**src/rtl/dbg_pkg.sv**
```systemverilog
`default_nettype none

package dbg_pkg;

    // dmi address width as reported in dtmcs
    localparam int DMI_ABITS = 7;

    typedef enum logic [3:0] {
        TAP_RESET,
        TAP_IDLE,
        TAP_SELECT_DR,
        TAP_CAPTURE_DR,
        TAP_SHIFT_DR,
        TAP_EXIT1_DR,
        TAP_PAUSE_DR,
        TAP_EXIT2_DR,
        TAP_UPDATE_DR,
        TAP_SELECT_IR,
        TAP_CAPTURE_IR,
        TAP_SHIFT_IR,
        TAP_EXIT1_IR,
        TAP_PAUSE_IR,
        TAP_EXIT2_IR,
        TAP_UPDATE_IR
    } tap_state_e;

    typedef enum logic [1:0] {
        DMI_NOP   = 2'd0,
        DMI_READ  = 2'd1,
        DMI_WRITE = 2'd2
    } dmi_op_e;

    typedef enum logic [DMI_ABITS-1:0] {
        DM_DMCONTROL  = 7'h10,
        DM_DMSTATUS   = 7'h11,
        DM_SBCS       = 7'h38,
        DM_SBADDRESS0 = 7'h39,
        DM_SBDATA0    = 7'h3c
    } dm_addr_e;

    // same bit order as the dmi shift register
    typedef struct packed {
        logic [DMI_ABITS-1:0] addr;
        logic [31:0]          data;
        dmi_op_e              op;
    } dmi_req_t;

    typedef struct packed {
        logic [31:0] data;
    } dmi_rsp_t;

endpackage

`default_nettype wire

```
**src/rtl/jtag_tap.sv**
```systemverilog
`timescale 1ns/100ps
`default_nettype none

module jtag_tap #(
    parameter logic [31:0] IDCODE = 32'h0000_0001
) (
    input  logic              clk,
    input  logic              rst,
    input  logic              tck,
    input  logic              tms,
    input  logic              tdi,
    output logic              tdo,
    output dbg_pkg::dmi_req_t dmi_req,
    output logic              dmi_req_valid,
    input  dbg_pkg::dmi_rsp_t dmi_rsp,
    input  logic              dmi_rsp_valid
);
    import dbg_pkg::*;

    localparam int DR_W = DMI_ABITS + 34;

    typedef enum logic [4:0] {
        IR_IDCODE = 5'h01,
        IR_DTMCS  = 5'h10,
        IR_DMI    = 5'h11
    } ir_e;

    // idle hint 1, abits, version 0.13
    localparam logic [31:0] DTMCS = {17'b0, 3'd1, 2'b00, 6'(DMI_ABITS), 4'd1};

    logic                 tck_q;
    logic                 tck_rise;
    logic                 tck_fall;
    tap_state_e           state;
    tap_state_e           state_next;
    ir_e                  ir;
    logic [4:0]           ir_shift;
    logic [DR_W-1:0]      dr;
    logic [DR_W-1:0]      dr_capture;
    dmi_op_e              dr_op;
    logic                 dmi_fire;
    logic [DMI_ABITS-1:0] last_addr;
    logic [31:0]          last_data;

    // tck edges as seen in the clk domain
    assign tck_rise = tck && !tck_q;
    assign tck_fall = !tck && tck_q;

    assign dr_op = dmi_op_e'(dr[1:0]);
    assign dmi_fire = tck_rise && state == TAP_UPDATE_DR && ir == IR_DMI &&
                      (dr_op == DMI_READ || dr_op == DMI_WRITE);

    always_comb begin
        case (state)
            TAP_RESET:      state_next = tms ? TAP_RESET     : TAP_IDLE;
            TAP_IDLE:       state_next = tms ? TAP_SELECT_DR : TAP_IDLE;
            TAP_SELECT_DR:  state_next = tms ? TAP_SELECT_IR : TAP_CAPTURE_DR;
            TAP_CAPTURE_DR: state_next = tms ? TAP_EXIT1_DR  : TAP_SHIFT_DR;
            TAP_SHIFT_DR:   state_next = tms ? TAP_EXIT1_DR  : TAP_SHIFT_DR;
            TAP_EXIT1_DR:   state_next = tms ? TAP_UPDATE_DR : TAP_PAUSE_DR;
            TAP_PAUSE_DR:   state_next = tms ? TAP_EXIT2_DR  : TAP_PAUSE_DR;
            TAP_EXIT2_DR:   state_next = tms ? TAP_UPDATE_DR : TAP_SHIFT_DR;
            TAP_UPDATE_DR:  state_next = tms ? TAP_SELECT_DR : TAP_IDLE;
            TAP_SELECT_IR:  state_next = tms ? TAP_RESET     : TAP_CAPTURE_IR;
            TAP_CAPTURE_IR: state_next = tms ? TAP_EXIT1_IR  : TAP_SHIFT_IR;
            TAP_SHIFT_IR:   state_next = tms ? TAP_EXIT1_IR  : TAP_SHIFT_IR;
            TAP_EXIT1_IR:   state_next = tms ? TAP_UPDATE_IR : TAP_PAUSE_IR;
            TAP_PAUSE_IR:   state_next = tms ? TAP_EXIT2_IR  : TAP_PAUSE_IR;
            TAP_EXIT2_IR:   state_next = tms ? TAP_UPDATE_IR : TAP_SHIFT_IR;
            TAP_UPDATE_IR:  state_next = tms ? TAP_SELECT_DR : TAP_IDLE;
            default:        state_next = TAP_RESET;
        endcase
    end

    // capture values, unknown instructions fall back to bypass
    always_comb begin
        case (ir)
            IR_IDCODE: dr_capture = DR_W'(IDCODE);
            IR_DTMCS:  dr_capture = DR_W'(DTMCS);
            // op field reads back as result 0, always success
            IR_DMI:    dr_capture = {last_addr, last_data, 2'b00};
            default:   dr_capture = '0;
        endcase
    end

    always_ff @(posedge clk) begin
        if (rst) begin
            tck_q         <= 1'b0;
            state         <= TAP_RESET;
            ir            <= IR_IDCODE;
            tdo           <= 1'b0;
            dmi_req_valid <= 1'b0;
        end else begin
            tck_q         <= tck;
            dmi_req_valid <= dmi_fire;
            if (tck_rise) begin
                state <= state_next;
                if (state == TAP_RESET) begin
                    ir <= IR_IDCODE;
                end else if (state == TAP_UPDATE_IR) begin
                    ir <= ir_e'(ir_shift);
                end
            end
            // tdo changes on the falling edge only
            if (tck_fall) begin
                case (state)
                    TAP_SHIFT_IR: tdo <= ir_shift[0];
                    TAP_SHIFT_DR: tdo <= dr[0];
                    default:      tdo <= 1'b0;
                endcase
            end
        end
    end

    always_ff @(posedge clk) begin
        if (dmi_rsp_valid) begin
            last_data <= dmi_rsp.data;
        end
        if (dmi_fire) begin
            dmi_req.addr <= dr[DR_W-1:34];
            dmi_req.data <= dr[33:2];
            dmi_req.op   <= dr_op;
            last_addr    <= dr[DR_W-1:34];
        end
        if (tck_rise) begin
            case (state)
                TAP_CAPTURE_IR: ir_shift <= 5'b00001;
                TAP_SHIFT_IR:   ir_shift <= {tdi, ir_shift[4:1]};
                TAP_CAPTURE_DR: dr <= dr_capture;
                TAP_SHIFT_DR: begin
                    // shift length follows the selected register
                    case (ir)
                        IR_DMI:              dr <= {tdi, dr[DR_W-1:1]};
                        IR_IDCODE, IR_DTMCS: dr[31:0] <= {tdi, dr[31:1]};
                        default:             dr[0] <= tdi;
                    endcase
                end
                default: ;
            endcase
        end
    end

endmodule

`default_nettype wire

```
**config.mk**
```make
export PLATFORM = sky130hd
export DESIGN_NAME = jtag_tap
export DESIGN_NICKNAME = d
export VERILOG_FILES = /design/src/rtl/dbg_pkg.sv /design/src/rtl/jtag_tap.sv
export SDC_FILE = /design/constraint.sdc
export NUM_CORES = 1
export LEC_CHECK = 0
export BUFFER_PORTS_ARGS = -buffer_cell sky130_fd_sc_hd__buf_2
export CAP_MARGIN = 30
export CORE_MARGIN = 2
export CORE_UTILIZATION = 26
export DETAILED_ROUTE_END_ITERATION = 7
export SLEW_MARGIN = 20
export SYNTH_ARGS = -nofsm -noshare
export SYNTH_HDL_FRONTEND = slang
export SYNTH_SLANG_ARGS = --single-unit
```
**constraint.sdc**
```tcl
create_clock -name clk -period 7.7 [get_ports clk]
set_clock_uncertainty 0.1 [all_clocks]
set_input_delay 1.155 -clock clk [delete_from_list [all_inputs] [get_ports clk]]
set_output_delay 1.155 -clock clk [all_outputs]
set_load 0.01 [all_outputs]
```
# ---- Word level (Yosys, flattened, before mapping)
# Index checks and enable logic that the tools add are counted.
dict set report word_totals {
  output_inout_bits 43
  in_bits 38
  reg_bits 131
  elab_cells 79
}
dict set report classes {
  muxes 22
  n_eq_ne 22
  n_reduce_logical 22
}
# operator count
set ops {}
lappend ops {{$pmux 41 s3} 1}
lappend ops {{$pmux 41 s2} 1}
lappend ops {{$pmux 31 s2} 1}
lappend ops {{$pmux 4 s12} 1}
lappend ops {{$eq 4x4->1 const B} 8}
lappend ops {{$eq 4x3->1 const B} 4}
lappend ops {{$mux 4} 4}
lappend ops {{$eq 5x5->1 const B} 2}
lappend ops {{$mux 5} 2}
lappend ops {{$pmux 5 s2} 1}
lappend ops {{$mux 9} 1}
lappend ops {{$eq 4x2->1 const B} 2}
lappend ops {{$mux 2} 3}
lappend ops {{$mux 3} 2}
lappend ops {{$reduce_and 2->1} 3}
lappend ops {{$reduce_and 3->1} 2}
lappend ops {{$reduce_bool 2->1} 3}
lappend ops {{$reduce_or 2->1} 3}
lappend ops {{$reduce_or 3->1} 2}
lappend ops {{$eq 5x1->1 const B} 1}
lappend ops {{$logic_and 1x1->1} 5}
lappend ops {{$eq 4x1->1 const B} 1}
lappend ops {{$logic_not 4->1} 1}
lappend ops {{$mux 1} 4}
lappend ops {{other kinds (7)} 8}

# ---- Logic depth before layout (Yosys ltp)
# Gate-level depths: netlist of run 1.
dict set report logic_depth {
  ltp_word 5
  mapped_depth 6
  ltp_nobuf 4
}

# ---- Least setup slack after synthesis of run 1
# OpenSTA, ideal clock, no wires.
dict set report synth_path {
  kind {in2reg}
  start {input port tck}
  end {register dr[10] (enable)}
  setup_time_ps 430
  path_buffers 1
  path_slack_ps 3856
  required_ps 7170
  arrival_ps 3315
  path_stages 4
  cell_sequence {nand2b_1 -> buf_2 -> or3_1 -> a21oi_1}
}
dict set report synth_via {
  elab_chain_cells 2
}
# item line
set synth_lines {}
lappend synth_lines {{start: declaration} jtag_tap.sv:9} ;# input logic tck,
lappend synth_lines {{$logic_and 1x1->1} jtag_tap.sv:46} ;# assign tck_rise = tck && !tck_q;
lappend synth_lines {{$reduce_and 3->1 (no line)} n/a}
lappend synth_lines {{end signal: assignment} jtag_tap.sv:129} ;# TAP_CAPTURE_DR: dr <= dr_capture;
lappend synth_lines {{end signal: assignment} jtag_tap.sv:133} ;# IR_DMI: dr <= {tdi, dr[DR_W-1:1]};
lappend synth_lines {{end signal: assignment} jtag_tap.sv:134} ;# IR_IDCODE, IR_DTMCS: dr[31:0] <= {tdi, dr[31:1]};
lappend synth_lines {{end: declaration} jtag_tap.sv:38} ;# logic [DR_W-1:0] dr;
# Every way passes these cells.
# A chain may end at the register's enable or synchronous reset.

# ---- Worst setup path in the final report of run 1
dict set report layout_path {
  start {input port tck}
  end {register dr[32] (enable)}
}
# The elaborated chain is that of the path after synthesis.

==> results of run 1 <==
[per-layer routing]
metal / part of all wire / track usage
met1: 0.42 / 0.121
met2: 0.50 / 0.170
met3: 0.052 / 0.0333
met4: 0.026 / 0.0578
met5: 0 / 0
[through the flow]
stage	power [mW]	hold slack [ps]
finish	1.58	339
CTS	1.61	342
floorplan	0.821	317
global route	1.64	353
global placement	0.838	326
detailed placement	0.840	330
[logic make-up after synthesis]
family                    synth area share
AOI/OAI and AO/OA                   0.0868
buffers and inverters               0.0287
and+or+nand+nor                      0.112
DFF                                  0.767
xor gates and xnor gates           0.00352
muxes                              0.00201
[layout make-up]
| cell class | count | area [sq um] |
|---|---|---|
| fill | 1818 | 12500 |
| sequential | 131 | 3810 |
| multi-input combinational | 198 | 1040 |
| timing repair buffer | 84 | 470 |
| clock buffer | 19 | 433 |
| tap | 234 | 293 |
| clock inverter | 13 | 136 |
| inverter | 5 | 18.8 |
[worst register-to-register path, cell delays in order, from the launching register on]
cell and delay [ps]:
dfxtp_1 670, and3b_1 250, a21oi_1 40, or3_1 400, a21oi_1 680
[worst paths after layout]
| kind | start | endpoint | depth (start not counted) |
|---|---|---|---|
| max | tck | dr[32] | 4 |
| min | dr[2] | dmi_req[2] | 0 |
| max reg2reg | state[1] | dr[32] | 4 |
| min reg2reg | dr[2] | dmi_req[2] | 0 |
[synth_stat cells (3+ instances only)]
cell type / n
nor2_1: 10
nor4_1: 3
o31ai_1: 5
o21ai_0: 12
a22o_1: 4
clkbuf_1: 5
buf_6: 4
nor2b_1: 4
and2_1: 5
a21oi_1: 12
o21ai_1: 27
inv_1: 5
o211ai_1: 4
nand2b_1: 3
nor3_1: 6
dfxtp_1: 12
nand4_1: 3
nand2_1: 77
edfxtp_1: 119
buf_2: 12
[registers in the layout, summed over array words and instances (netlist names)]
register,count
dr,41
dmi_req,34
last_data,32
last_addr,7
ir,5
ir_shift,5
state,4
dmi_req_valid,1
tck_q,1
tdo,1
[power by group]
group	internal, mW	total (mW)	switching, mW
combinational	0.0138	0.0335	0.0197
clock	0.475	0.759	0.285
sequential	0.785	0.792	0.00709
total	1.27	1.58	0.311
==> impl_metrics.ini, run 1 <==
[global_routing]
grt_max_degree = 48
grt-ovfl-total = 0
grt_pass1_wl_um = 15700
antenna_found_initial = 0
grt_pass1_vias = 2954
grt_usage = 0.104

[placement]
post-dp-hpwl_um = 6990
dpl-instance-area_sq_um = 5610
place_ws_ps = 4400
port-buffer-count = 80
place_inst = 651
gp_congestion = 0.794

[final_layout]
num-nets-final = 475
areaGrowthSynthToFinish_pct = 24.8
final_common_cell = edfxtp_1
layout-drive-gt1-share = 0.269
stdcell_count = 684
most-common-layout-cells = edfxtp_1 (119), buf_2 (80), nand2_1 (77)
diodes = 0
utilization = 0.332
stdcell_area_sq_um = 6200

[clocking]
cts_resized = 0
cts-root-to-sink-buffers = 2
numCtsBuffers = 17
numClockSinks = 131
clk_latency_ps = 410
htreeDepth = 4
post_cts_buffers = 0
clkTransAtPathRegs_ps = 50
cts_tree = done
clock-root-buffer = clkbuf_16
cts_hold_buf = 0

[logic_synthesis]
yosysTopAreaCell = edfxtp_1
synth_flop_cell = edfxtp_1
yosys_warnings = 0
async_flop_share = 0
synth_area_per_cell_sq_um = 14.0
synth_edf_count = 119
ys_top_cells_by_area = edfxtp_1 (72%), nand2_1 (5.8%), dfxtp_1 (4.8%)
syn_inst = 355
synth-seq-cells = 131
synth_top_cell_area_share = 0.719
yosysUniqueCellTypes = 39
syn_area_sq_um = 4970
synth-seq-area-share = 0.767
synth_nets = 393

[sta]
setup_ws_ps = 4960
max_freq_mhz = 364
tns_ps = 0
finalCriticalPeriod_ps = 2740
finalHoldViolCount = 0
rsz0062_at_grt = no
drv_slew = 0
setup_viol = 0
period_share = 0.356
maxSlewHeadroom = 0.442
worst_pin_slew_ps = 837

[power]
pwr_density_cell_nw_per_um2 = 255
ir_drop_mv = 0.135
leakage_nw = 2.25

[route]
drt_pre_antenna_iters = 4
viasPerCell = 4.43
drc = 0
wl_per_cell_um = 14.8
routed_wl_um = 10100
drt-initial-drc-count = 199
route.vias.total = 3031
antenna_left = 0

[floorplanning]
std_cell_rows = 50
core_sq_um = 18700
io_pins = 81
die_w_um = 142
dieArea_sq_um = 20200
fp.dieH_um = 142
initial_core_util = 0.266

[setup_path]
cp.required_ps = 7630
slowest_stage = a21oi_1
crit_path_start_kind = input port
ff2ff_setup_slack_ps = 5180
critical_path_buf_inv_count = 1
crit_path_max_incr_delay_ps = 680
crit_type = in2reg
crit_fanout = 12
crit_path_end_kind = register
arrival_ps = 2670
cpLargestDelayFamily = simple AND/OR/NAND/NOR gates
crit_chain = buf_2 > nand2b_1 > or3_1 > a21oi_1

[hold_path]
hold_path.class = reg2reg

[run_status]
status = complete, no violations

[flow_run]
cap_violations = 0
Note: power is estimated with default switching activity, not from simulation.
==> inputs of run 2 (changes only) <==
Clock period 7.7 ns to 2.5 ns, I/O delays scaled along.
==> impl_metrics.ini, run 2 (synthesized netlist as in run 1, its figures left out) <==
[run_status]
status = complete, no violations

[hold_path]
hold_path.class = in2reg

[route]
routed_wl_um = 10300
drc = 0
drt-initial-drc-count = 225
route.vias.total = 3044
drt_pre_antenna_iters = 4
viasPerCell = 4.44
antenna_left = 0
wl_per_cell_um = 15.0

[clocking]
post_cts_buffers = 0
numCtsBuffers = 17
clkTransAtPathRegs_ps = 60
cts_tree = done
clk_latency_ps = 410
clock-root-buffer = clkbuf_16
cts-root-to-sink-buffers = 2
cts_resized = 0
cts_hold_buf = 0
htreeDepth = 4
numClockSinks = 131

[final_layout]
layout-drive-gt1-share = 0.275
multi_input_area_sq_um = 1040
diodes = 0
stdcell_count = 685
fill_cells = 1827
largest_reg_flops = 41
top_regs = dr: 41 flops, dmi_req: 34 flops, last_data: 32 flops
num-nets-final = 478
most-common-layout-cells = edfxtp_1 (119), buf_2 (80), nand2_1 (77)
stdcell_area_sq_um = 6210
final-seq-area_sq_um = 3810
utilization = 0.332
largest_register = dr
final_common_cell = edfxtp_1
areaGrowthSynthToFinish_pct = 24.8

[setup_path]
crit_path_max_incr_delay_ps = 660
crit_path_end_kind = register
arrival_ps = 2140
cp.required_ps = 2510
crit_chain = and3b_1 > a21oi_1 > or3_1 > a21oi_4 > buf_12
slowest_stage = dfxtp_1
crit_fanout = 31
crit_path_start_kind = register
crit_type = reg2reg

[flow_run]
cap_violations = 0

[placement]
port-buffer-count = 80
post-dp-hpwl_um = 7130
dpl-instance-area_sq_um = 5640
place_inst = 655
gp_congestion = 0.754
place_ws_ps = 401

[floorplanning]
std_cell_rows = 50
core_sq_um = 18700
io_pins = 81
fp.dieH_um = 142
initial_core_util = 0.266
die_w_um = 142
dieArea_sq_um = 20200

[global_routing]
grt_pass1_vias = 2979
grt_pass1_wl_um = 15600
grt_max_degree = 48
antenna_found_initial = 0
grt_usage = 0.104
grt-ovfl-total = 0

[sta]
setup_ws_ps = 368
setup_viol = 0
worst_pin_slew_ps = 730
finalHoldViolCount = 0
tns_ps = 0
period_share = 0.853
rsz0062_at_grt = no
finalCriticalPeriod_ps = 2130
drv_slew = 0
maxSlewHeadroom = 0.513
max_freq_mhz = 469

[power]
leakage_nw = 2.26
ir_drop_mv = 0.405
pwr_density_cell_nw_per_um2 = 790
-- run 2: final timing paths --
check                   start       endpoint  slack (ps)  cells after the start
setup / recovery     state[1]         dr[10]         370                      5
hold / removal    dmi_rsp[17]  last_data[17]          30                      1
setup reg to reg     state[1]         dr[10]         370                      5
hold reg to reg        dr[38]   last_addr[4]         340                      0
-- run 2: report_power, final --
group,internal [mW],switching (mW),total (mW)
clock network,1.46,0.903,2.36
registers,2.42,0.0227,2.44
logic,0.0424,0.0587,0.101
-- run 2: area by class of cell --
cell class	instances	area share
Clock buffer	18	0.0692
Clock inverter	12	0.0216
Inverter	5	0.00302
Multi-Input combinational cell	198	0.168
Sequential cell	131	0.615
Tap cell	234	0.0472
Timing Repair Buffer	87	0.0770
-- run 2: layer usage --
metal | share of wire | up-vias | track usage
li1 | - | 1472 | -
met1 | 0.40 | 1422 | 0.114
met2 | 0.50 | 122 | 0.171
met3 | 0.075 | 28 | 0.0431
met4 | 0.031 | 0 | 0.0542
met5 | 0 | - | 0
-- run 2: metrics by stage --
stage / power [mW] / hold slack, ps
global route: 5.04 / 16.2
floorplan: 2.53 / 317
CTS: 4.94 / 18.9
detailed placement: 2.59 / 334
finish: 4.90 / 32.8
global placement: 2.58 / 339
-- run 2: worst max-delay path: cells and delay by family, from the launching register on --
kind                   cells  cell delay, ps
AOI/OAI and AO/OA          2             200
and+or+nand+nor            2             640
buffers and inverters      1             220
DFF                        1             660
