`src/rtl/dbg_pkg.sv`:
```
`default_nettype none

package dbg_pkg;

    // dmi address width as reported in dtmcs
    localparam int DMI_ABITS = 7;

    typedef enum logic [3:0] {
        TAP_RESET,
        TAP_IDLE,
        TAP_SELECT_DR,
        TAP_CAPTURE_DR,
        TAP_SHIFT_DR,
        TAP_EXIT1_DR,
        TAP_PAUSE_DR,
        TAP_EXIT2_DR,
        TAP_UPDATE_DR,
        TAP_SELECT_IR,
        TAP_CAPTURE_IR,
        TAP_SHIFT_IR,
        TAP_EXIT1_IR,
        TAP_PAUSE_IR,
        TAP_EXIT2_IR,
        TAP_UPDATE_IR
    } tap_state_e;

    typedef enum logic [1:0] {
        DMI_NOP   = 2'd0,
        DMI_READ  = 2'd1,
        DMI_WRITE = 2'd2
    } dmi_op_e;

    typedef enum logic [DMI_ABITS-1:0] {
        DM_DMCONTROL  = 7'h10,
        DM_DMSTATUS   = 7'h11,
        DM_SBCS       = 7'h38,
        DM_SBADDRESS0 = 7'h39,
        DM_SBDATA0    = 7'h3c
    } dm_addr_e;

    // same bit order as the dmi shift register
    typedef struct packed {
        logic [DMI_ABITS-1:0] addr;
        logic [31:0]          data;
        dmi_op_e              op;
    } dmi_req_t;

    typedef struct packed {
        logic [31:0] data;
    } dmi_rsp_t;

endpackage

`default_nettype wire

```
`src/rtl/sbus_pkg.sv`:
```
`default_nettype none

package sbus_pkg;

    // one 32-bit word per request
    typedef struct packed {
        logic [31:0] addr;
        logic [31:0] wdata;
        logic        wr;
    } sbus_req_t;

    // err marks an address outside the memory
    typedef struct packed {
        logic [31:0] rdata;
        logic        err;
    } sbus_rsp_t;

endpackage

`default_nettype wire

```
`src/rtl/dbg_module.sv`:
```
`timescale 1ns/100ps
`default_nettype none

module dbg_module #(
    parameter logic [19:0] HART_ID = 20'd0
) (
    input  logic                clk,
    input  logic                rst,
    input  dbg_pkg::dmi_req_t   dmi_req,
    input  logic                dmi_req_valid,
    output dbg_pkg::dmi_rsp_t   dmi_rsp,
    output logic                dmi_rsp_valid,
    output logic                haltreq,
    output logic                resumereq,
    input  logic                halted,
    output sbus_pkg::sbus_req_t sbus_req,
    output logic                sbus_req_valid,
    input  sbus_pkg::sbus_rsp_t sbus_rsp,
    input  logic                sbus_rsp_valid
);
    import dbg_pkg::*;

    dm_addr_e    reg_addr;
    logic        dmi_wr;
    logic        dmi_rd;
    logic [31:0] wdata;
    logic [31:0] rdata;

    logic        dmactive;
    logic        haltreq_q;
    logic        resumereq_q;
    logic [19:0] hartsel;
    logic        hart_match;
    logic        allresumeack;

    logic        sbreadonaddr;
    logic        sbbusy;
    logic [2:0]  sberror;
    logic [31:0] sbaddress0;
    logic [31:0] sbdata0;
    logic        sb_go;
    logic        sb_write;

    logic [31:0] dmcontrol;
    logic [31:0] dmstatus;
    logic [31:0] sbcs;

    assign reg_addr = dm_addr_e'(dmi_req.addr);
    assign dmi_wr   = dmi_req_valid && dmi_req.op == DMI_WRITE;
    assign dmi_rd   = dmi_req_valid && dmi_req.op == DMI_READ;
    assign wdata    = dmi_req.data;

    // field keeps hartsello in its upper half, swap back for the id
    assign hart_match = {hartsel[9:0], hartsel[19:10]} == HART_ID;
    assign haltreq    = dmactive && hart_match && haltreq_q;
    assign resumereq  = dmactive && hart_match && resumereq_q;

    assign dmcontrol = {haltreq_q, resumereq_q, 4'b0, hartsel, 5'b0, dmactive};

    // sbversion 1, 32-bit access only, 32-bit addresses
    assign sbcs = {3'd1, 7'b0, sbbusy, sbreadonaddr, 3'd2, 2'b0, sberror, 7'd32, 5'b00100};

    always_comb begin
        // authenticated, version 0.13
        dmstatus = 32'h0000_0082;
        if (hart_match) begin
            dmstatus[17:16] = {2{allresumeack}};
            dmstatus[11:10] = {2{!halted}};
            dmstatus[9:8]   = {2{halted}};
        end else begin
            dmstatus[15:14] = 2'b11;
        end
    end

    always_comb begin
        case (reg_addr)
            DM_DMCONTROL:  rdata = dmcontrol;
            DM_DMSTATUS:   rdata = dmstatus;
            DM_SBCS:       rdata = sbcs;
            DM_SBADDRESS0: rdata = sbaddress0;
            DM_SBDATA0:    rdata = sbdata0;
            default:       rdata = '0;
        endcase
    end

    always_ff @(posedge clk) begin
        if (rst) begin
            dmi_rsp_valid  <= 1'b0;
            dmactive       <= 1'b0;
            haltreq_q      <= 1'b0;
            resumereq_q    <= 1'b0;
            hartsel        <= '0;
            allresumeack   <= 1'b0;
            sbreadonaddr   <= 1'b0;
            sbbusy         <= 1'b0;
            sberror        <= '0;
            sb_go          <= 1'b0;
            sbus_req_valid <= 1'b0;
        end else begin
            dmi_rsp_valid  <= dmi_req_valid;
            sb_go          <= 1'b0;
            sbus_req_valid <= sb_go;
            if (sb_go) begin
                sbbusy <= 1'b1;
            end
            if (sbus_rsp_valid) begin
                sbbusy <= 1'b0;
                if (sbus_rsp.err) begin
                    sberror <= 3'd2;
                end
            end
            // hart has left the halted state after a resume request
            if (resumereq && !halted) begin
                allresumeack <= 1'b1;
            end
            if (dmi_wr) begin
                case (reg_addr)
                    DM_DMCONTROL: begin
                        if (!dmactive || !wdata[0]) begin
                            // inactive module takes only dmactive
                            dmactive    <= wdata[0];
                            haltreq_q   <= 1'b0;
                            resumereq_q <= 1'b0;
                            hartsel     <= '0;
                        end else begin
                            haltreq_q   <= wdata[31];
                            resumereq_q <= wdata[30];
                            hartsel     <= wdata[25:6];
                            if (wdata[30]) begin
                                allresumeack <= 1'b0;
                            end
                        end
                    end
                    DM_SBCS: begin
                        sbreadonaddr <= wdata[20];
                        sberror      <= sberror & ~wdata[14:12];
                    end
                    DM_SBADDRESS0: sb_go <= sbreadonaddr;
                    DM_SBDATA0:    sb_go <= 1'b1;
                    default: ;
                endcase
            end
        end
    end

    always_ff @(posedge clk) begin
        dmi_rsp.data <= dmi_rd ? rdata : '0;
        if (dmi_wr && reg_addr == DM_SBADDRESS0) begin
            sbaddress0 <= wdata;
            sb_write   <= 1'b0;
        end
        if (dmi_wr && reg_addr == DM_SBDATA0) begin
            sbdata0  <= wdata;
            sb_write <= 1'b1;
        end else if (sbus_rsp_valid && !sb_write) begin
            sbdata0 <= sbus_rsp.rdata;
        end
        // bus request one cycle after the register write
        if (sb_go) begin
            sbus_req.addr  <= sbaddress0;
            sbus_req.wdata <= sbdata0;
            sbus_req.wr    <= sb_write;
        end
    end

endmodule

`default_nettype wire

```
`config.mk`:
```
export PLATFORM = sky130hd
export DESIGN_NAME = dbg_module
export DESIGN_NICKNAME = d
export VERILOG_FILES = /design/src/rtl/dbg_pkg.sv /design/src/rtl/sbus_pkg.sv /design/src/rtl/dbg_module.sv
export SDC_FILE = /design/constraint.sdc
export NUM_CORES = 1
export LEC_CHECK = 0
export BUFFER_PORTS_ARGS = -buffer_cell sky130_fd_sc_hd__buf_2
export CORE_UTILIZATION = 53
export CTS_CLUSTER_DIAMETER = 100
export CTS_CLUSTER_SIZE = 24
export DETAILED_ROUTE_END_ITERATION = 12
export GPL_ROUTABILITY_DRIVEN = 0
export PLACE_DENSITY = 0.77
export SLEW_MARGIN = 10
export SYNTH_ARGS = -nofsm -noshare
export SYNTH_HDL_FRONTEND = slang
export SYNTH_SLANG_ARGS = --single-unit
```
`constraint.sdc`:
```
create_clock -name clk -period 3.8 [get_ports clk]
set_input_delay 1.14 -clock clk [delete_from_list [all_inputs] [get_ports clk]]
set_output_delay 1.14 -clock clk [all_outputs]
set_load 0.01 [all_outputs]
```
### Word level (Yosys, flattened, before mapping)

Index checks and enable logic that the tools add are counted.

* bits of input ports: 79
* word-level logic and storage cells: 68
* register bits: 194

* muxes and demuxes: 19
* reductions and logical operators: 21
* equal/unequal tests: 7
* bitwise gates (word level): 3

Operators by type and width (number)
* 32-bit one-hot mux with 5 select lines: 1
* 32-bit two-way mux: 2
* 7-bit by 6-bit == test with 1-bit output (second input constant): 3
* 20-bit logical NOT: 1
* 20-bit two-way mux: 1
* 7-bit by 5-bit == test with 1-bit output (second input constant): 2
* 3-bit two-way mux: 4
* 1-bit logical AND: 9
* 1-bit two-way mux: 7
* 1-bit logical NOT: 4
* 2-bit two-way mux: 2
* 4-bit two-way mux: 1
* 2-bit AND reduction: 2
* 2-bit OR reduction: 2
* 3-bit AND: 1
* 3-bit inverter: 1
* 3-bit AND reduction: 1
* 2-bit by 1-bit == test with 1-bit output (second input constant): 1
* 2-bit == test (second input constant): 1
* 1-bit one-hot mux with 2 select lines: 1
* 2-bit nonzero test: 1
* 1-bit logical OR: 1
* 1-bit inverter: 1

### Logic depth before layout (Yosys ltp)

Gate-level depths: netlist (run 1).

* depth in word-level cells: 9
* gate-level depth with buffers: 9
* gate-level depth less buffers: 4

### Worst setup path after synthesis (run 1)

OpenSTA, ideal clock, no wires.

* path kind: in2reg
* start: in dmi_req[40] (netlist name)
* end: reg sbaddress0[0], enable pin
* setup slack: 0.483 ns
* arrival: 2.925 ns
* library setup time: 0.393 ns
* stages: 4
* data required time: 3.407 ns
* cell sequence: or3b_1 > buf_4 > nor4_4 > and2_1

* word-level cells in the longest chain between the ends: 2

RTL lines
* from (decl): RTL line dbg_module.sv:9 `input dbg_pkg::dmi_req_t dmi_req,`
* 7-bit by 6-bit == test with 1-bit output: RTL line dbg_module.sv:148 `if (dmi_wr && reg_addr == DM_SBADDRESS0) begin`
* 1-bit logical AND: RTL line dbg_module.sv:148
* to (signal assigned): RTL line dbg_module.sv:149 `sbaddress0 <= wdata;`
* to (decl): RTL line dbg_module.sv:39 `logic [31:0] sbaddress0;`

No other way between the ends.
A chain may end at the register's enable or synchronous reset.

### Worst setup path in the final report (run 1)

* start: reg hartsel[2]
* end: out resumereq

* word-level cells in the longest chain between the ends: 3

RTL lines
* from (decl): RTL line dbg_module.sv:32 `logic [19:0] hartsel;`
* from (signal assigned): RTL line dbg_module.sv:128 `hartsel <= wdata[25:6];`
* 20-bit logical NOT: RTL line dbg_module.sv:54 `assign hart_match = {hartsel[9:0], hartsel[19:10]} == HART_ID;`
* 1-bit logical AND (2 in series): RTL line dbg_module.sv:56 `assign resumereq = dmactive && hart_match && resumereq_q;`
* to (decl): RTL line dbg_module.sv:14 `output logic resumereq,`

No other way between the ends.

==> flow_metrics.py, run 1 <==
metrics = {
    "place": {
        "hpwl_mm": 11.54,
        "place_area_um2": 8268,
        "place_ws_ps": 471.1,
        "dp.cells": 818,
        "portBuffers": 179,
    },
    "sta": {
        "post-route-period-util_pct": 87.24,
        "fin_crit_ps": 3315,
        "fmax_ghz": 0.3016,
        "finalHoldViolations": 0,
        "rsz0062_at_grt": "no",
        "finalSetupTns_ps": 0,
        "setup_viol": 0,
        "worst_pin_slew_ps": 931.3,
        "drv_slew": 0,
        "skew_ps": 7.770,
        "setup_slack_ps": 484.8,
        "hold_slack_ps": 450.0,
        "maxSlewHeadroom_pct": 37.92,
    },
    "finish": {
        "fin_util_pct": 67.44,
        "diodes": 0,
        "drive_above_1_share_pct": 40.50,
        "final_cell_mix": "179 x buf_2, 129 x edfxtp_1, 64 x dfxtp_1, 32 x nand2_1, 31 x a21oi_1",
        "final_common_cell": "buf_2",
        "finalInstanceArea_um2": 8931,
        "fill_cells": 948,
        "layoutNonFillerInstCount": 850,
        "final_nets": 740,
        "synthToLayoutAreaGrowth_pct": 24.38,
    },
    "floorplanning": {
        "fp.coreArea_um2": 13240,
        "fp.dieArea_um2": 14020,
        "rows": 42,
        "start_util_pct": 54.22,
        "die_y_um": 118.4,
        "num_io_pins": 180,
        "fp.dieW_um": 118.4,
    },
    "route": {
        "drtAntennaViolNets": 0,
        "vias": 4897,
        "wl_per_cell_um": 20.18,
        "highest_layer": "met5",
        "wl_met1_mm": 7.069,
        "via_per_inst": 5.761,
        "post-route-drc-count": 0,
        "drt-total-wl_mm": 17.15,
        "wl_met3_mm": 1.417,
        "met2_length_mm": 8.255,
        "drtPass1Iterations": 5,
        "drtIter0Drc": 598,
    },
    "critical_path": {
        "critPathMaxFanout": 6,
        "critPathCaptureType": "output pin",
        "required_ps": 2660,
        "start_kind": "flop",
        "path_class": "reg -> out",
        "cp.arrival_ps": 2180,
    },
    "logic_synthesis": {
        "ys_seq_elements": 194,
        "synth_edf_count": 129,
        "synth_seq_area_share_pct": 72.07,
        "syn_inst": 477,
        "syn-num-nets": 556,
        "yosys_most_used_dff": "edfxtp_1",
        "avgSynthCellArea_um2": 15.05,
        "async_flop_share_pct": 0,
        "yosys_warnings": 0,
        "syn-cell-area_um2": 7181,
        "synth_cell_types": 51,
    },
    "pwr": {
        "power_density_nw_per_um2": 489.7,
        "p_leak_nw": 3.378,
        "finalPower_mw": 4.373,
        "ir_drop_v": 0.0003010,
    },
    "min_path": {
        "worst_hold_path_type": "reg -> reg",
    },
    "clock_network": {
        "cts_resized": 0,
        "cts.htree.levels": 4,
        "cts_buffers": 17,
        "cts_root_buf": "clkbuf_16",
        "cts_buffer_depth": 2,
        "post_cts_buffers": 0,
        "cts_tree": "yes",
        "hold_buffers": 0,
        "numClockSinks": 194,
        "clock_latency_ps": 430,
        "path_clk_slew_ps": 70,
    },
    "grt": {
        "grt_max_degree": 40,
        "gr-usage-all-layers_pct": 25.47,
        "antenna_found_initial": 1,
        "grt_pass1_vias": 4866,
        "grt_pass1_wl_mm": 26.36,
        "globalRouteOverflowTotal": 0,
    },
    "status": {
        "status": "completed",
    },
    "run": {
        "maxCapViolations": 0,
    },
}
## cell type report
type / count / area, um2 / share of cell area, %
Multi-Input combinational cell: 251 / 1831 / 20.50
Timing Repair Buffer: 193 / 1026 / 11.49
Tap cell: 176 / 220.2 / 2.466
Sequential cell: 194 / 5176 / 57.96
Inverter: 4 / 15.01 / 0.1681
Clock buffer: 18 / 429.2 / 4.805
Clock inverter: 14 / 234.0 / 2.620
## report_power, final
part	total (mW)	leakage [nW]	switching [mW]	internal, mW
clock	1.98	0.324	0.750	1.23
sequential	2.25	1.68	0.00480	2.25
combinational	0.140	1.37	0.0734	0.0665
total	4.37	3.38	0.828	3.54
## metal layers
| layer | global-route usage [%] | up-vias |
|---|---|---|
| met5 | 0 | - |
| met2 | 40.55 | 284 |
| met1 | 33.70 | 2385 |
| met3 | 5.888 | 37 |
| li1 | - | 2189 |
| met4 | 10.92 | 2 |
## kinds of logic (layout without fill, tap and decap cells)
| family | count (synthesis) | after routing | share of synthesized area [%] |
|---|---|---|---|
| simple gates | 130 | 130 | 9.863 |
| compound gates | 85 | 85 | 8.399 |
| flops | 194 | 194 | 72.07 |
| mux | 36 | 36 | 7.092 |
| buf+inv | 32 | 229 | 2.579 |
## synth_stat cells (all sizes together) (2+ instances only)
cell | n | area share, %
edfxtp | 129 | 54
dfxtp | 65 | 18
mux2 | 35 | 7.0
nand2 | 32 | 1.7
a21oi | 31 | 2.2
nor2 | 27 | 1.4
nand3 | 23 | 1.6
clkbuf | 15 | 0.78
a222oi | 13 | 1.8
a22oi | 13 | 1.4
buf | 13 | 1.6
a22o | 9 | 1.1
nor3 | 9 | 0.70
and3 | 6 | 0.59
nand4 | 6 | 0.52
nor4 | 6 | 1.2
and2 | 5 | 0.47
nor2b | 5 | 0.44
o21ai | 5 | 0.35
inv | 4 | 0.21
a21boi | 2 | 0.21
a21o | 2 | 0.21
a221oi | 2 | 0.24
and3b | 2 | 0.24
or4 | 2 | 0.21
## flip-flops by register name, summed over array words and instances, names as in the netlist, 3 cells and up
| signal | cells |
|---|---|
| sbaddress0 | 32 |
| sberror | 3 |
| dmi_rsp | 32 |
| sbdata0 | 32 |
| sbus_req | 65 |
| hartsel | 20 |
## path summary, 6_finish.rpt
| check | end | slack (ps) | startpoint | cells past startpoint |
|---|---|---|---|---|
| setup reg to reg | sbus_req[9]$_DFFE_PP_ | 1990 | sb_go$_SDFF_PP0_ | 1 |
| setup / recovery | resumereq | 480 | hartsel[2]$_SDFFE_PP0P_ | 5 |
| hold / removal | sbus_req[30]$_DFFE_PP_ | 450 | sbdata0[29]$_DFFE_PP_ | 0 |
| hold reg to reg | sbus_req[30]$_DFFE_PP_ | 450 | sbdata0[29]$_DFFE_PP_ | 0 |
## worst max-delay path: stages (launching register included)
cell and delay [ps]:
dfxtp_1 320, or4_1 570, nor2_1 330, and2_1 220, and3_1 180, buf_2 130
No activity file was read; power rests on OpenSTA's default activity.
==> run 2, diff against run 1 <==
--- a/config.mk
+++ b/config.mk
@@ -12,5 +12,5 @@
 export DETAILED_ROUTE_END_ITERATION = 12
 export GPL_ROUTABILITY_DRIVEN = 0
-export PLACE_DENSITY = 0.77
+export PLACE_DENSITY = 0.87
 export SLEW_MARGIN = 10
 export SYNTH_ARGS = -nofsm -noshare
==> constraint.sdc (replaced) <==
create_clock -name clk -period 3.8 [get_ports clk]
set_input_delay 0.19 -clock clk [delete_from_list [all_inputs] [get_ports clk]]
set_output_delay 0.19 -clock clk [all_outputs]
set_load 0.01 [all_outputs]
==> flow_metrics.py, run 2 (same netlist as run 1, synthesis figures left out) <==
metrics = {
    "floorplanning": {
        "num_io_pins": 180,
        "fp.dieArea_um2": 14020,
        "fp.dieW_um": 118.4,
        "die_y_um": 118.4,
        "rows": 42,
        "fp.coreArea_um2": 13240,
        "start_util_pct": 54.22,
    },
    "grt": {
        "globalRouteOverflowTotal": 0,
        "grt_pass1_wl_mm": 26.97,
        "met1_usage_pct": 33.01,
        "grt-busiest-layer": "met2",
        "use_met2_pct": 43.31,
        "grt_max_degree": 41,
        "antenna_found_initial": 1,
        "use_met3_pct": 6.757,
        "gr-usage-all-layers_pct": 25.81,
        "grt_pass1_vias": 4881,
    },
    "clock_network": {
        "post_cts_buffers": 0,
        "cts_buffers": 17,
        "clock_latency_ps": 430,
        "numClockSinks": 194,
        "cts_resized": 0,
        "cts_root_buf": "clkbuf_16",
        "cts.htree.levels": 4,
        "cts_buffer_depth": 2,
        "path_clk_slew_ps": 70,
        "cts_tree": "yes",
    },
    "finish": {
        "largest_reg_flops": 65,
        "final_cell_mix": "179 x buf_2, 129 x edfxtp_1, 64 x dfxtp_1, 32 x nand2_1",
        "final_nets": 765,
        "drive_above_1_share_pct": 38.05,
        "final_common_cell": "buf_2",
        "diodes": 0,
        "finalInstanceArea_um2": 9065,
        "regMostFlops": "sbus_req",
        "synthToLayoutAreaGrowth_pct": 26.24,
    },
    "sta": {
        "skew_ps": 10.34,
        "finalHoldViolations": 0,
        "worst_pin_slew_ps": 1090,
        "setup_viol": 0,
        "maxSlewHeadroom_pct": 27.14,
        "fin_crit_ps": 2544,
        "finalSetupTns_ps": 0,
        "fmax_ghz": 0.3930,
        "rsz0062_at_grt": "no",
        "drv_slew": 0,
        "post-route-period-util_pct": 66.96,
    },
    "min_path": {
        "worst_hold_path_type": "in -> reg",
    },
    "critical_path": {
        "crit_chain": "buf_2, nor2b_1, and3_4, and2_4, buf_4, mux2_4",
        "path_class": "in -> reg",
        "cp.arrival_ps": 2720,
        "critPathMaxFanout": 23,
        "critPathCaptureType": "flop",
        "crit_path_max_incr_delay_ps": 590,
        "crit_slowest_cell": "nor2b_1",
        "start_kind": "primary input",
        "required_ps": 3980,
    },
    "route": {
        "wl_per_cell_um": 19.97,
        "drtAntennaViolNets": 0,
        "post-route-drc-count": 0,
        "drtIter0Drc": 672,
        "vias": 5049,
        "drtPass1Iterations": 6,
        "drt-total-wl_mm": 17.48,
        "via_per_inst": 5.770,
    },
    "run": {
        "maxCapViolations": 0,
    },
    "pwr": {
        "ir_drop_v": 0.0003753,
        "p_leak_nw": 3.409,
        "power_density_nw_per_um2": 450.8,
    },
    "place": {
        "place_area_um2": 8198,
        "portBuffers": 179,
        "hpwl_mm": 11.88,
    },
    "status": {
        "status": "completed",
    },
}
## run 2: changes by cell type in the layout (fill, tap and decap cells not counted)
cell,before,now
dlygate4sd3_1,0,31
clkbuf_8,0,1
inv_6,1,2
clkbuf_1,1,2
clkinv_2,4,3
buf_12,2,0
clkinvlp_4,1,4
buf_4,12,8
bufinv_16,6,1
## run 2: area by class of cell
class / instances / area [um2]
multi-input cells: 251 / 1831
clock inverters: 12 / 110.1
repair buffers: 218 / 1266
flip-flops and latches: 194 / 5176
fillers: 914 / 4178
inverters: 4 / 15.01
well taps: 176 / 220.2
clock buffers: 20 / 446.7
## run 2: metrics by stage
step	utilization, %	instances	hold slack (ps)	power, mW	setup WS, ps
finish	68.45	875	10.34	4.086	1256
global route	68.45	875	8.927	4.201	1171
CTS	68.38	874	1.795	4.091	1340
detailed placement	61.90	812	388.0	2.433	919.1
global placement	61.90	812	387.0	2.427	1095
floorplan	-	477	269.3	2.360	1433
## run 2: timing repair
item / in CTS / in global routing
hold endpoints to repair: 30 / 1
hold buffers: 30 / 1
endpoints found under the setup margin: 0 / 0
## run 2: path summary, 6_finish.rpt
| path | end | startpoint | slack (ps) | cells past startpoint |
|---|---|---|---|---|
| hold reg to reg | sbus_req[7]$_DFFE_PP_ | sbdata0[6]$_DFFE_PP_ | 450 | 0 |
| setup / recovery | sbdata0[15]$_DFFE_PP_ | dmi_req[36] | 1260 | 6 |
| setup reg to reg | sbus_req[41]$_DFFE_PP_ | sb_go$_SDFF_PP0_ | 1990 | 1 |
| hold / removal | sbaddress0[14]$_DFFE_PP_ | dmi_req[16] | 10 | 1 |
## run 2: power breakdown
group          switching (mW)  total (mW)  internal, mW
logic                  0.0777       0.164        0.0859
registers             0.00489        2.25          2.25
clock network           0.750        1.67         0.922
## run 2: critical path: cells and delay by family
kind	cells	cell delay [ps]
mux	1	340
buf+inv	2	580
simple gates	3	1580
## run 2: layer usage
layer,vias to the layer above,routed length (um),share of wire (%)
li1,2245,-,-
met1,2399,6703,38
met2,369,8685,50
met3,34,1710,9.8
met4,2,363,2.1
met5,-,13,0.074
